[src/rv_settings.svh]
// Global sizing for the register stage
// Data path width and architectural register count
`ifndef RV_SETTINGS_SVH
`define RV_SETTINGS_SVH

////////////////////////////////////////
// Data path
////////////////////////////////////////

// Integer register width, 32 for RV32 or 64 for RV64
`define RV_XLEN 32

////////////////////////////////////////
// Register file
////////////////////////////////////////

// Number of integer registers, x0 included
`define RV_NREGS 32

`endif
[src/rv_pkg.sv]
// Shared types for the register stage
// Register address type
// Major opcode encodings for the supported groups
// ALU operation encodings
package rv_pkg;

  ////////////////////////////////////////
  // Register addressing
  ////////////////////////////////////////

  // Architectural register index, x0 up to x31
  typedef logic [4:0] rsd_t;

  ////////////////////////////////////////
  // Opcodes and ALU operations
  ////////////////////////////////////////

  // Major opcode, bits [6:0] of the instruction word
  // Anything not listed here decodes as a bubble
  typedef enum logic [6:0] {
    OPC_OP     = 7'b0110011,
    OPC_OP_IMM = 7'b0010011
  } opcode_e;

  // ALU operation selected by decode
  typedef enum logic [2:0] {
    ALU_ADD = 3'd0,
    ALU_SUB = 3'd1,
    ALU_AND = 3'd2,
    ALU_OR  = 3'd3,
    ALU_XOR = 3'd4,
    ALU_SLT = 3'd5
  } alu_op_e;

endpackage

[src/rv_decode.sv]
`timescale 1ns/1ps
// Instruction decoder for the register stage
// Source address slicing towards the register file
// OP and OP-IMM decode into ALU operations
// I-type immediate sign extension
// Decoded-field pipeline register, held under stall
`include "rv_settings.svh"

module rv_decode
  import rv_pkg::*;
(
  input  logic                clk_i,
  input  logic                rst_n_i,
  input  logic                stall_i,
  input  logic [31:0]         instr_i,
  input  logic                instr_valid_i,
  output rsd_t                rf_src1_o,
  output rsd_t                rf_src2_o,
  output logic                id_valid_o,
  output alu_op_e             id_alu_op_o,
  output logic                id_use_imm_o,
  output logic [`RV_XLEN-1:0] id_imm_o,
  output rsd_t                id_rd_o,
  output rsd_t                id_rs1_o,
  output rsd_t                id_rs2_o
);

  ////////////////////////////////////////
  // Field extraction
  ////////////////////////////////////////

  opcode_e             opcode;
  logic [2:0]          funct3;
  logic [6:0]          funct7;
  logic [`RV_XLEN-1:0] imm_d;
  alu_op_e             alu_op_d;
  logic                use_imm_d;
  logic                legal_d;

  assign opcode = opcode_e'(instr_i[6:0]);
  assign funct3 = instr_i[14:12];
  assign funct7 = instr_i[31:25];

  // Register file latches these itself, so they go out straight from the word
  assign rf_src1_o = instr_i[19:15];
  assign rf_src2_o = instr_i[24:20];

  // I-type immediate, sign bit is instr[31]
  assign imm_d = {{(`RV_XLEN-12){instr_i[31]}}, instr_i[31:20]};

  ////////////////////////////////////////
  // Operation decode
  ////////////////////////////////////////

  always_comb
  begin
    alu_op_d  = ALU_ADD;
    use_imm_d = 1'b0;
    legal_d   = 1'b0;
    case (opcode)
      OPC_OP:
      begin
        // Base register-register group
        if (funct7 == 7'b0000000)
        begin
          legal_d = 1'b1;
          case (funct3)
            3'b000:  alu_op_d = ALU_ADD;
            3'b010:  alu_op_d = ALU_SLT;
            3'b100:  alu_op_d = ALU_XOR;
            3'b110:  alu_op_d = ALU_OR;
            3'b111:  alu_op_d = ALU_AND;
            default: legal_d  = 1'b0;
          endcase
        end
        // Alternate encoding, only SUB is kept
        else if (funct7 == 7'b0100000 && funct3 == 3'b000)
        begin
          legal_d  = 1'b1;
          alu_op_d = ALU_SUB;
        end
      end
      OPC_OP_IMM:
      begin
        use_imm_d = 1'b1;
        // ADDI and XORI only
        case (funct3)
          3'b000:
          begin
            legal_d  = 1'b1;
            alu_op_d = ALU_ADD;
          end
          3'b100:
          begin
            legal_d  = 1'b1;
            alu_op_d = ALU_XOR;
          end
          default: legal_d = 1'b0;
        endcase
      end
      // Loads, stores, branches and the rest become bubbles
      default: legal_d = 1'b0;
    endcase
  end

  ////////////////////////////////////////
  // Pipeline register
  ////////////////////////////////////////

  // Valid is control state and gets the reset
  always_ff @(posedge clk_i)
  begin
    if (!rst_n_i)
      id_valid_o <= 1'b0;
    else if (!stall_i)
      id_valid_o <= instr_valid_i & legal_d;
  end

  // Payload fields
  always_ff @(posedge clk_i)
  begin
    if (!stall_i)
    begin
      id_alu_op_o  <= alu_op_d;
      id_use_imm_o <= use_imm_d;
      id_imm_o     <= imm_d;
      id_rd_o      <= instr_i[11:7];
      // Same addresses the register file latched, used for the forwarding compare
      id_rs1_o     <= instr_i[19:15];
      id_rs2_o     <= instr_i[24:20];
    end
  end

  // A valid decoded slot always carries one of the six ALU encodings
  a_legal_alu_op : assert property (
    @(posedge clk_i) disable iff (!rst_n_i)
    id_valid_o |-> (id_alu_op_o inside {ALU_ADD, ALU_SUB, ALU_AND, ALU_OR, ALU_XOR, ALU_SLT})
  );

endmodule

[src/rv_execute.sv]
`timescale 1ns/1ps
// Execute stage
// One-level result forwarding into both operands
// Immediate select and single-cycle ALU
// Result register driving writeback
`include "rv_settings.svh"

module rv_execute
  import rv_pkg::*;
(
  input  logic                clk_i,
  input  logic                rst_n_i,
  input  logic                stall_i,

  // Decoded instruction
  input  logic                id_valid_i,
  input  alu_op_e             id_alu_op_i,
  input  logic                id_use_imm_i,
  input  logic [`RV_XLEN-1:0] id_imm_i,
  input  rsd_t                id_rd_i,
  input  rsd_t                id_rs1_i,
  input  rsd_t                id_rs2_i,

  // Operands from the register file
  input  logic [`RV_XLEN-1:0] op1_i,
  input  logic [`RV_XLEN-1:0] op2_i,

  // Writeback
  output logic                wb_we_o,
  output rsd_t                wb_rd_o,
  output logic [`RV_XLEN-1:0] wb_data_o
);

  ////////////////////////////////////////
  // Operand select
  ////////////////////////////////////////

  logic                valid_q;
  logic                fwd1;
  logic                fwd2;
  logic [`RV_XLEN-1:0] opa;
  logic [`RV_XLEN-1:0] opb_reg;
  logic [`RV_XLEN-1:0] opb;
  logic [`RV_XLEN-1:0] alu_res;

  // Previous result is not in the array yet when the very next
  // instruction reads it, so take it from the result register.
  // wb_we_o already excludes x0 and invalid slots
  assign fwd1 = wb_we_o && (wb_rd_o == id_rs1_i);
  assign fwd2 = wb_we_o && (wb_rd_o == id_rs2_i);

  assign opa     = fwd1 ? wb_data_o : op1_i;
  assign opb_reg = fwd2 ? wb_data_o : op2_i;

  // OP-IMM takes the sign-extended immediate
  assign opb = id_use_imm_i ? id_imm_i : opb_reg;

  ////////////////////////////////////////
  // ALU
  ////////////////////////////////////////

  always_comb
  begin
    case (id_alu_op_i)
      ALU_ADD: alu_res = opa + opb;
      ALU_SUB: alu_res = opa - opb;
      ALU_AND: alu_res = opa & opb;
      ALU_OR:  alu_res = opa | opb;
      ALU_XOR: alu_res = opa ^ opb;
      // Signed compare
      ALU_SLT: alu_res = {{(`RV_XLEN-1){1'b0}}, ($signed(opa) < $signed(opb))};
      default: alu_res = '0;
    endcase
  end

  ////////////////////////////////////////
  // Result register
  ////////////////////////////////////////

  always_ff @(posedge clk_i)
  begin
    if (!rst_n_i)
      valid_q <= 1'b0;
    else if (!stall_i)
      valid_q <= id_valid_i;
  end

  always_ff @(posedge clk_i)
  begin
    if (!stall_i)
    begin
      wb_rd_o   <= id_rd_i;
      wb_data_o <= alu_res;
    end
  end

  // x0 destinations never write back
  assign wb_we_o = valid_q && (wb_rd_o != '0);

  // An instruction aimed at x0 leaves no write strobe behind it
  a_wb_not_x0 : assert property (
    @(posedge clk_i) disable iff (!rst_n_i)
    (!stall_i && id_valid_i && (id_rd_i == '0)) |=> !wb_we_o
  );

  // A write strobe always carries defined data
  a_wb_data_known : assert property (
    @(posedge clk_i) disable iff (!rst_n_i)
    wb_we_o |-> !$isunknown(wb_data_o)
  );

endmodule

[src/rv_regfile.sv]
`timescale 1ns/1ps
// Integer register file
// Registered source addresses with x0 detection
// Asynchronous operand read from the array
// Synchronous write, debug port ahead of the pipeline
// Combinational debug readback
`include "rv_settings.svh"

module rv_regfile
  import rv_pkg::*;
(
  input  logic                clk_i,
  input  logic                stall_i,

  // Operand read
  input  rsd_t                rf_src1_i,
  input  rsd_t                rf_src2_i,
  output logic [`RV_XLEN-1:0] rf_src1_q_o,
  output logic [`RV_XLEN-1:0] rf_src2_q_o,

  // Writeback from execute
  input  logic                wb_we_i,
  input  rsd_t                wb_rd_i,
  input  logic [`RV_XLEN-1:0] wb_data_i,

  // Debug access
  input  logic                du_we_i,
  input  logic [11:0]         du_addr_i,
  input  logic [`RV_XLEN-1:0] du_d_i,
  output logic [`RV_XLEN-1:0] du_q_o
);

  ////////////////////////////////////////
  // Storage
  ////////////////////////////////////////

  // Entry 0 exists but is never seen through any read port
  logic [`RV_XLEN-1:0] rf [`RV_NREGS];

  rsd_t src1_q;
  rsd_t src2_q;
  logic src1_is_x0;
  logic src2_is_x0;

  // Debug register select, upper address bits are ignored
  rsd_t du_sel;

  assign du_sel = du_addr_i[4:0];

  ////////////////////////////////////////
  // Read side
  ////////////////////////////////////////

  // Address latch, frozen together with the rest of the pipeline
  always_ff @(posedge clk_i)
  begin
    if (!stall_i)
    begin
      src1_q     <= rf_src1_i;
      src2_q     <= rf_src2_i;
      // Precompute the x0 test so the read path only has a mux
      src1_is_x0 <= (rf_src1_i == '0);
      src2_is_x0 <= (rf_src2_i == '0);
    end
  end

  // Array read is asynchronous, so a write at the edge is visible right after
  assign rf_src1_q_o = src1_is_x0 ? '0 : rf[src1_q];
  assign rf_src2_q_o = src2_is_x0 ? '0 : rf[src2_q];

  // Debug readback
  assign du_q_o = (du_sel == '0) ? '0 : rf[du_sel];

  ////////////////////////////////////////
  // Write side
  ////////////////////////////////////////

  // Not gated by stall, a held writeback just rewrites the same value
  always_ff @(posedge clk_i)
  begin
    if (du_we_i)
      rf[du_sel] <= du_d_i;
    else if (wb_we_i)
      rf[wb_rd_i] <= wb_data_i;
  end

  ////////////////////////////////////////
  // Checks
  ////////////////////////////////////////

  // Debug unit halts the core before touching registers,
  // so a debug write never competes with a live writeback
  a_du_write_stalled : assert property (
    @(posedge clk_i)
    !(du_we_i && wb_we_i && !stall_i)
  );

endmodule

[src/rv_regstage_top.sv]
`timescale 1ns/1ps
// Register stage top level
// Decode, register file and execute wired into one pipeline
// Writeback result and debug readback exposed as outputs
`include "rv_settings.svh"

module rv_regstage_top
  import rv_pkg::*;
(
  input  logic                clk_i,
  input  logic                rst_n_i,

  // Instruction input
  input  logic [31:0]         instr_i,
  input  logic                instr_valid_i,
  input  logic                stall_i,

  // Debug port
  input  logic                du_we_i,
  input  logic [11:0]         du_addr_i,
  input  logic [`RV_XLEN-1:0] du_d_i,
  output logic [`RV_XLEN-1:0] du_q_o,

  // Writeback result
  output logic [`RV_XLEN-1:0] result_o,
  output rsd_t                result_rd_o,
  output logic                result_valid_o
);

  ////////////////////////////////////////
  // Internal wiring
  ////////////////////////////////////////

  // Decode to register file
  rsd_t                rf_src1;
  rsd_t                rf_src2;

  // Decode to execute
  logic                id_valid;
  alu_op_e             id_alu_op;
  logic                id_use_imm;
  logic [`RV_XLEN-1:0] id_imm;
  rsd_t                id_rd;
  rsd_t                id_rs1;
  rsd_t                id_rs2;

  // Register file to execute
  logic [`RV_XLEN-1:0] op1;
  logic [`RV_XLEN-1:0] op2;

  // Execute back to register file
  logic                wb_we;
  rsd_t                wb_rd;
  logic [`RV_XLEN-1:0] wb_data;

  ////////////////////////////////////////
  // Stages
  ////////////////////////////////////////

  rv_decode rv_decode_inst (
    .clk_i         (clk_i),
    .rst_n_i       (rst_n_i),
    .stall_i       (stall_i),
    .instr_i       (instr_i),
    .instr_valid_i (instr_valid_i),
    .rf_src1_o     (rf_src1),
    .rf_src2_o     (rf_src2),
    .id_valid_o    (id_valid),
    .id_alu_op_o   (id_alu_op),
    .id_use_imm_o  (id_use_imm),
    .id_imm_o      (id_imm),
    .id_rd_o       (id_rd),
    .id_rs1_o      (id_rs1),
    .id_rs2_o      (id_rs2)
  );

  rv_regfile rv_regfile_inst (
    .clk_i       (clk_i),
    .stall_i     (stall_i),
    .rf_src1_i   (rf_src1),
    .rf_src2_i   (rf_src2),
    .rf_src1_q_o (op1),
    .rf_src2_q_o (op2),
    .wb_we_i     (wb_we),
    .wb_rd_i     (wb_rd),
    .wb_data_i   (wb_data),
    .du_we_i     (du_we_i),
    .du_addr_i   (du_addr_i),
    .du_d_i      (du_d_i),
    .du_q_o      (du_q_o)
  );

  rv_execute rv_execute_inst (
    .clk_i        (clk_i),
    .rst_n_i      (rst_n_i),
    .stall_i      (stall_i),
    .id_valid_i   (id_valid),
    .id_alu_op_i  (id_alu_op),
    .id_use_imm_i (id_use_imm),
    .id_imm_i     (id_imm),
    .id_rd_i      (id_rd),
    .id_rs1_i     (id_rs1),
    .id_rs2_i     (id_rs2),
    .op1_i        (op1),
    .op2_i        (op2),
    .wb_we_o      (wb_we),
    .wb_rd_o      (wb_rd),
    .wb_data_o    (wb_data)
  );

  // Writeback doubles as the result port
  assign result_o       = wb_data;
  assign result_rd_o    = wb_rd;
  assign result_valid_o = wb_we;

endmodule

[config.mk]
export PLATFORM = sky130hd
export DESIGN_NAME = rv_regstage_top
export DESIGN_NICKNAME = d
export VERILOG_FILES = /design/src/rv_pkg.sv /design/src/rv_decode.sv /design/src/rv_execute.sv /design/src/rv_regfile.sv /design/src/rv_regstage_top.sv
export VERILOG_INCLUDE_DIRS = /design/src
export SDC_FILE = /design/constraint.sdc
export NUM_CORES = 2
export LEC_CHECK = 0
export BUFFER_PORTS_ARGS = -buffer_cell sky130_fd_sc_hd__buf_2
export CAP_MARGIN = 15
export CORE_UTILIZATION = 55
export DETAILED_ROUTE_END_ITERATION = 10
export PLACE_DENSITY = 0.74
export REMOVE_ABC_BUFFERS = 1
export SETUP_SLACK_MARGIN = 0.3
export SYNTH_ARGS = -nofsm -noshare
export SYNTH_HDL_FRONTEND = slang
export SYNTH_HIERARCHICAL = 1
export SYNTH_SLANG_ARGS = --single-unit
[constraint.sdc]
create_clock -name clk_i -period 4.45 [get_ports clk_i]
set_input_delay 0.445 -clock clk_i [delete_from_list [all_inputs] [get_ports clk_i]]
set_output_delay 0.445 -clock clk_i [all_outputs]
set_load 0.01 [all_outputs]
# ---- Yosys cells after proc, flatten, opt, wreduce, memory -nomap -nowiden
# Memory sizes are Yosys's and may differ from the RTL's. A register that Yosys moved wholly into a read port is not among the register bits.
# Cells that the tools add are included.
# Widths: inputs -> output; s select.
dict set report op_classes {
  n_addsub 2
  order_cmp 1
  n_eq_ne 14
  muxes 28
  bitwise 4
  reduce_logical 14
}
# operator count
set op_table {}
lappend op_table {{$mux 32} 7}
lappend op_table {{$pmux 32 s6} 1}
lappend op_table {{$add 32x32->32} 1}
lappend op_table {{$and 32x32->32} 1}
lappend op_table {{$lt 32x32->1} 1}
lappend op_table {{$or 32x32->32} 1}
lappend op_table {{$reduce_or 32->1} 1}
lappend op_table {{$sub 32x32->32} 1}
lappend op_table {{$xor 32x32->32} 1}
lappend op_table {{$eq 3x3->1 const B} 5}
lappend op_table {{$logic_not 5->1} 3}
lappend op_table {{$mux 5} 3}
lappend op_table {{$eq 7x6->1 const B} 2}
lappend op_table {{$mux 1} 12}
lappend op_table {{$pmux 3 s4} 1}
lappend op_table {{$eq 5x5->1} 2}
lappend op_table {{$eq 3x2->1 const B} 3}
lappend op_table {{$eq 7x5->1 const B} 1}
lappend op_table {{$logic_not 7->1} 1}
lappend op_table {{$logic_not 3->1} 2}
lappend op_table {{$mux 3} 2}
lappend op_table {{$pmux 3 s2} 1}
lappend op_table {{$reduce_bool 5->1} 1}
lappend op_table {{$reduce_or 5->1} 1}
lappend op_table {{other kinds (5)} 8}
dict set report word_totals {
  in_bits 81
  mem_bits_rw 1024
  memories 1
  output_inout_bits 70
  wordCells 76
  register_bits 72
}
# memory depth width rd rd_clocked_by_memory_dff wr line
set mem_list {}
lappend mem_list {rv_regfile_inst.rf 32 32 3 2 1 rv_regfile.sv:38} ;# logic [`RV_XLEN-1:0] rf [`RV_NREGS];

# ---- Depth between registers and ports, before layout
dict set report depth {
  depth_word 7
  ltp_mapped 22
}

# ---- Hierarchy
# The synthesis kept the hierarchy.
# mod seq_area_each_um2 cells_each instances area_each_um2
set modules_own_cells {}
lappend modules_own_cells {rv_regfile 31310.0 2954 1 57034.7}
lappend modules_own_cells {rv_execute 1131.1 1020 1 7566.0}
lappend modules_own_cells {rv_decode 800.8 90 1 1251.2}

# ---- Worst setup path after synthesis
# Ideal clock, no wire load.
dict set report synth_path {
  kind {reg2reg}
  start {reg rv_execute_inst.wb_rd_o[4]}
  end {reg rv_execute_inst.wb_data_o[30], data pin}
  t_required_ns 4.193
  setup_ns 0.257
  setup_slack_ns -0.358
  path_stages_with_launch 18
  synth_period_minus_slack_ns 4.808
  arrival_ns 4.551
  path_cell_list {edfxtp_1 or4_1 o21ai_0 nor4_1 buf_2 mux2i_1 o21ai_0 ha_1 fa_1 a21oi_1 o21ai_0 a21oi_1 o311ai_0 a21oi_1 nor3_1 a211oi_1 o311ai_1 a32o_1}
}
dict set report synth_via {
  elab_chain_len 7
  elab_cells_between_ends 15
  classes_between {add/sub: 2; eq/ne: 2; mux: 4; bitwise: 3; reduce/logical: 4}
}
# item line
set synth_rtl {}
lappend synth_rtl {{start, declared} rv_execute.sv:30} ;# output rsd_t wb_rd_o,
lappend synth_rtl {{start signal, assigned} rv_execute.sv:92} ;# wb_rd_o <= id_rd_i;
lappend synth_rtl {{$reduce_bool 5->1} rv_execute.sv:98} ;# assign wb_we_o = valid_q && (wb_rd_o != '0);
lappend synth_rtl {{$logic_and 1x1->1} rv_execute.sv:98}
lappend synth_rtl {{$logic_and 1x1->1} rv_execute.sv:50} ;# assign fwd2 = wb_we_o && (wb_rd_o == id_rs2_i);
lappend synth_rtl {{$mux 32} rv_execute.sv:53} ;# assign opb_reg = fwd2 ? wb_data_o : op2_i;
lappend synth_rtl {{$mux 32} rv_execute.sv:56} ;# assign opb = id_use_imm_i ? id_imm_i : opb_reg;
lappend synth_rtl {{$sub 32x32->32, or another cell as far along} rv_execute.sv:66} ;# ALU_SUB: alu_res = opa - opb;
lappend synth_rtl {{$pmux 32 s6 *} rv_execute.sv:64} ;# case (id_alu_op_i)
lappend synth_rtl {{named net rv_execute_inst.alu_res[30]} rv_execute.sv:44} ;# logic [`RV_XLEN-1:0] alu_res;
lappend synth_rtl {{end signal, assigned} rv_execute.sv:93} ;# wb_data_o <= alu_res;
lappend synth_rtl {{end, declared} rv_execute.sv:31} ;# output logic [`RV_XLEN-1:0] wb_data_o
# Mark *: on every way through the listed nets, which the timed path passes. The rest lies on a longest branch.
# A chain may end at the register's enable or synchronous reset.

==> flow_metrics.py <==
metrics = {
    "power": {
        "fin_total_pwr_uw": 29800,
        "power_density_nw_per_um2": 371,
        "vdd_drop_max_v": 0.000400,
        "cellLeakagePower_uw": 0.0275,
    },
    "critical_path": {
        "setup.worst_path.end_class": "flip-flop",
        "worstRegToRegCells": 22,
        "crit_path_start_kind": "flip-flop",
        "data_arrival_time_of_the_worst_path_ps": 5700,
        "cp_max_fo": 20,
        "worst_r2r_endpoint": "rv_execute_inst/wb_data_o[30]$_DFFE_PN_",
        "critical_path_required_ps": 4960,
        "timing.setup.critical_path_class": "reg -> reg",
        "regToRegSetupSlack_ps": -740,
    },
    "floorplanning": {
        "coreArea_um2": 118000,
        "std_cell_rows": 126,
        "floorplan.die_area_um2": 121000,
        "die_width_um": 348,
        "initial_core_util": 0.556,
        "design.portCount": 151,
        "floorplan.die.height_um": 348,
    },
    "yosys": {
        "yosysSeqAreaShare": 0.505,
        "share_of_the_synthesized_area_in_the_top_cell_type": 0.501,
        "synth_top_cells_by_count": "1,099 x edfxtp_1, 730 x mux4_2, 206 x mux2_2, 142 x clkbuf_1, 130 x nand2_1",
        "post_synth_main_area_contributors": "edfxtp_1 50%, mux4_2 25%, mux2_2 3.5%",
        "synth.cell_area_um2": 65900,
        "synth-edff-count": 1099,
        "ys.warnings.count": 6,
        "synth_seq_cells": 1111,
        "synth_largest_area_cell": "edfxtp_1",
        "post_synth_inst_count": 4064,
        "synthArstFlopShare": 0,
        "distinct_cell_type_count_of_the_synthesized_netlist": 96,
        "synth_most_common_cell": "edfxtp_1",
        "postSynthAreaPerCell_um2": 16.2,
        "synth_ff_type": "edfxtp_1",
    },
    "clock_tree": {
        "cts_clk_pin_slew_worst_paths_ps": 70,
        "clock-sinks": 1111,
        "h-tree-depth": 3,
        "cts_made_buffers": 116,
        "clk_root_buffer_cell": "clkbuf_16",
        "cts-root-to-sink-buffers": 3,
        "tritoncts": "yes",
        "clkLatencyLatePin_ps": 760,
    },
    "layout": {
        "post-route-util": 0.677,
        "areaGrowthSynthToFinish_pct": 21.7,
        "num-fill-cells": 7775,
        "net_total_in_the_final_layout": 5046,
        "drive_gt1_frac": 0.504,
    },
    "grt": {
        "grt_pass1_vias": 48000,
        "grt_max_degree": 94,
        "groute.usage.overall": 0.410,
        "grt_first_pass_wirelength_um": 348000,
        "antenna_found_initial": 13,
        "grt_overflow": 0,
    },
    "drt": {
        "first_pass_iters": 8,
        "final_antenna_violating_net_count": 0,
        "vias": 49600,
        "route.final.wire_length_um": 252000,
        "drc": 0,
        "drt-initial-drc-count": 8118,
        "wire_per_inst_um": 38.4,
        "vias_per_cell": 7.56,
    },
    "min_path": {
        "hold_path_startpoint": "instr_valid_i",
        "hold-path-endpoint": "rv_decode_inst/id_valid_o$_SDFFE_PN0N_",
        "hold_path_depth": 3,
        "worst_hold_path_type": "in -> reg",
    },
    "timing": {
        "maxSlewViolCount": 0,
        "finClkSkew_ps": 41.4,
        "post-route-worst-setup-slack_ps": -741,
        "report.final.hold_viol_count": 0,
        "clock.fmax_ghz": 0.193,
        "tightest_slew_ps": 1200,
        "fin_setup_tns_ps": -11450,
        "setup-violations-final": 27,
        "timing.slew.headroom": 0.200,
        "final_min_period_over_clock_period": 1.17,
        "grt_setup_unrepaired": "yes",
        "layout_min_cycle_time_ps": 5190,
    },
    "placed_design": {
        "dp_hpwl_um": 160000,
        "io_buffer_count": 143,
        "globalplace.congestion": 1.03,
    },
    "flow_run": {
        "max_cap_violations": 0,
    },
    "run_status": {
        "violations": "setup timing",
        "run_status": "finished with violations",
    },
}
-- critical path, cell delays in order, from the launching register on --
cell and delay [ps]:
dfxtp_4 390, buf_4 130, buf_12 190, buf_4 200, mux4_2 180, mux2i_1 120
a22o_1 290, nor4_2 520, mux2_2 310, ha_1 270, buf_6 140, inv_1 170
a2111oi_4 100, buf_4 140, a2111o_1 380, nand3b_1 200, and4_4 280, buf_4 120
o21ai_4 80, nor3_4 190, buf_6 140, o311ai_1 100, a32o_2 290
-- power by group --
part	internal, µW	switching, µW
sequential	11700	252
combinational	3530	3900
clock	6070	4300
-- how the worst max path moves through the flow --
stage                                                          to  cells after the start  startpoint  slack [ps]
after global placement    rv_execute_inst/wb_data_o[30]$_DFFE_PN_                     21   flip-flop       -1070
after global routing      rv_execute_inst/wb_data_o[30]$_DFFE_PN_                     24   flip-flop        -810
after CTS                 rv_execute_inst/wb_data_o[31]$_DFFE_PN_                     22   flip-flop        -620
after detailed placement  rv_execute_inst/wb_data_o[21]$_DFFE_PN_                     24   flip-flop       -1020
after floorplan           rv_execute_inst/wb_data_o[30]$_DFFE_PN_                     18   flip-flop       -9310
final                     rv_execute_inst/wb_data_o[30]$_DFFE_PN_                     22   flip-flop        -740
-- registers in the layout, summed over array words and instances, names as in the netlist, named ones only --
signal / count
rv_decode_inst/id_alu_op_o: 3
rv_decode_inst/id_imm_o: 12
rv_decode_inst/id_rd_o: 5
rv_decode_inst/id_rs1_o: 5
rv_decode_inst/id_use_imm_o: 1
rv_decode_inst/id_valid_o: 1
rv_execute_inst/valid_q: 1
rv_execute_inst/wb_data_o: 32
rv_execute_inst/wb_rd_o: 5
rv_regfile_inst/rf: 1024
rv_regfile_inst/src1_is_x0: 1
rv_regfile_inst/src1_q: 5
rv_regfile_inst/src2_is_x0: 1
rv_regfile_inst/src2_q: 5
-- placed cells by master (no fill, tap or decap), types with 46 or more instances in the layout --
cell type / instances
a22oi_1: 101
mux2_2: 201
a21oi_1: 80
mux2i_1: 98
a211oi_2: 46
mux4_2: 730
nor2_1: 72
nand2_1: 126
o22ai_1: 82
buf_6: 62
clkbuf_16: 124
ha_1: 84
buf_12: 57
buf_2: 140
edfxtp_1: 1099
buf_4: 763
inv_1: 97
o21ai_0: 60
nor2b_1: 77
-- stage by stage --
stage | hold WS, ps | cells | cell area, µm² | setup slack, ps
after floorplan | 400 | 3673 | 63500 | -9310
after global placement | 402 | 6193 | 73100 | -1070
after detailed placement | 407 | 6194 | 73200 | -1020
after CTS | 8.05 | 6500 | 78900 | -615
after global routing | 48.9 | 6557 | 80200 | -811
final | 42.3 | 6562 | 80200 | -741
-- layout make-up --
type / instances / area, µm² / area share
flip-flops and latches: 1111 / 33300 / 0.415
clock buffers: 141 / 3040 / 0.0379
clock inverters: 72 / 962 / 0.0120
multi-input cells: 2457 / 31300 / 0.391
well taps: 1600 / 2000 / 0.0250
repair buffers: 1071 / 9160 / 0.114
diodes: 5 / 12.5 / 0.000156
inverters: 105 / 397 / 0.00495
-- kinds of logic after synthesis --
family	Yosys count	synth area share
flip-flops	1111	0.505
multiplexers	1049	0.303
AO/OA/AOI/OAI	750	0.0827
AND/OR/NAND/NOR	524	0.0447
buffers and inverters	496	0.0413
adder cells (fa/ha/maj)	103	0.0198
XOR/XNOR	31	0.00412
-- metal layers --
metal	up-vias	part of all wire	wire (µm)	global-route usage
met4	16	0.090	22700	0.295
met3	1287	0.15	39000	0.136
met2	4836	0.43	109000	0.595
li1	18800	-	-	-
met5	-	0.00041	103	0
met1	24700	0.32	81500	0.517
-- what timing repair did --
item,CTS,global route
cloned,5,8
setup endpoints to repair,29,30
gates resized for setup,174,155
setup buffers,66,49
pin swaps,43,60
hold buffers,22,0
hold endpoints to repair,34,0
(Power assumes the default switching activity.)
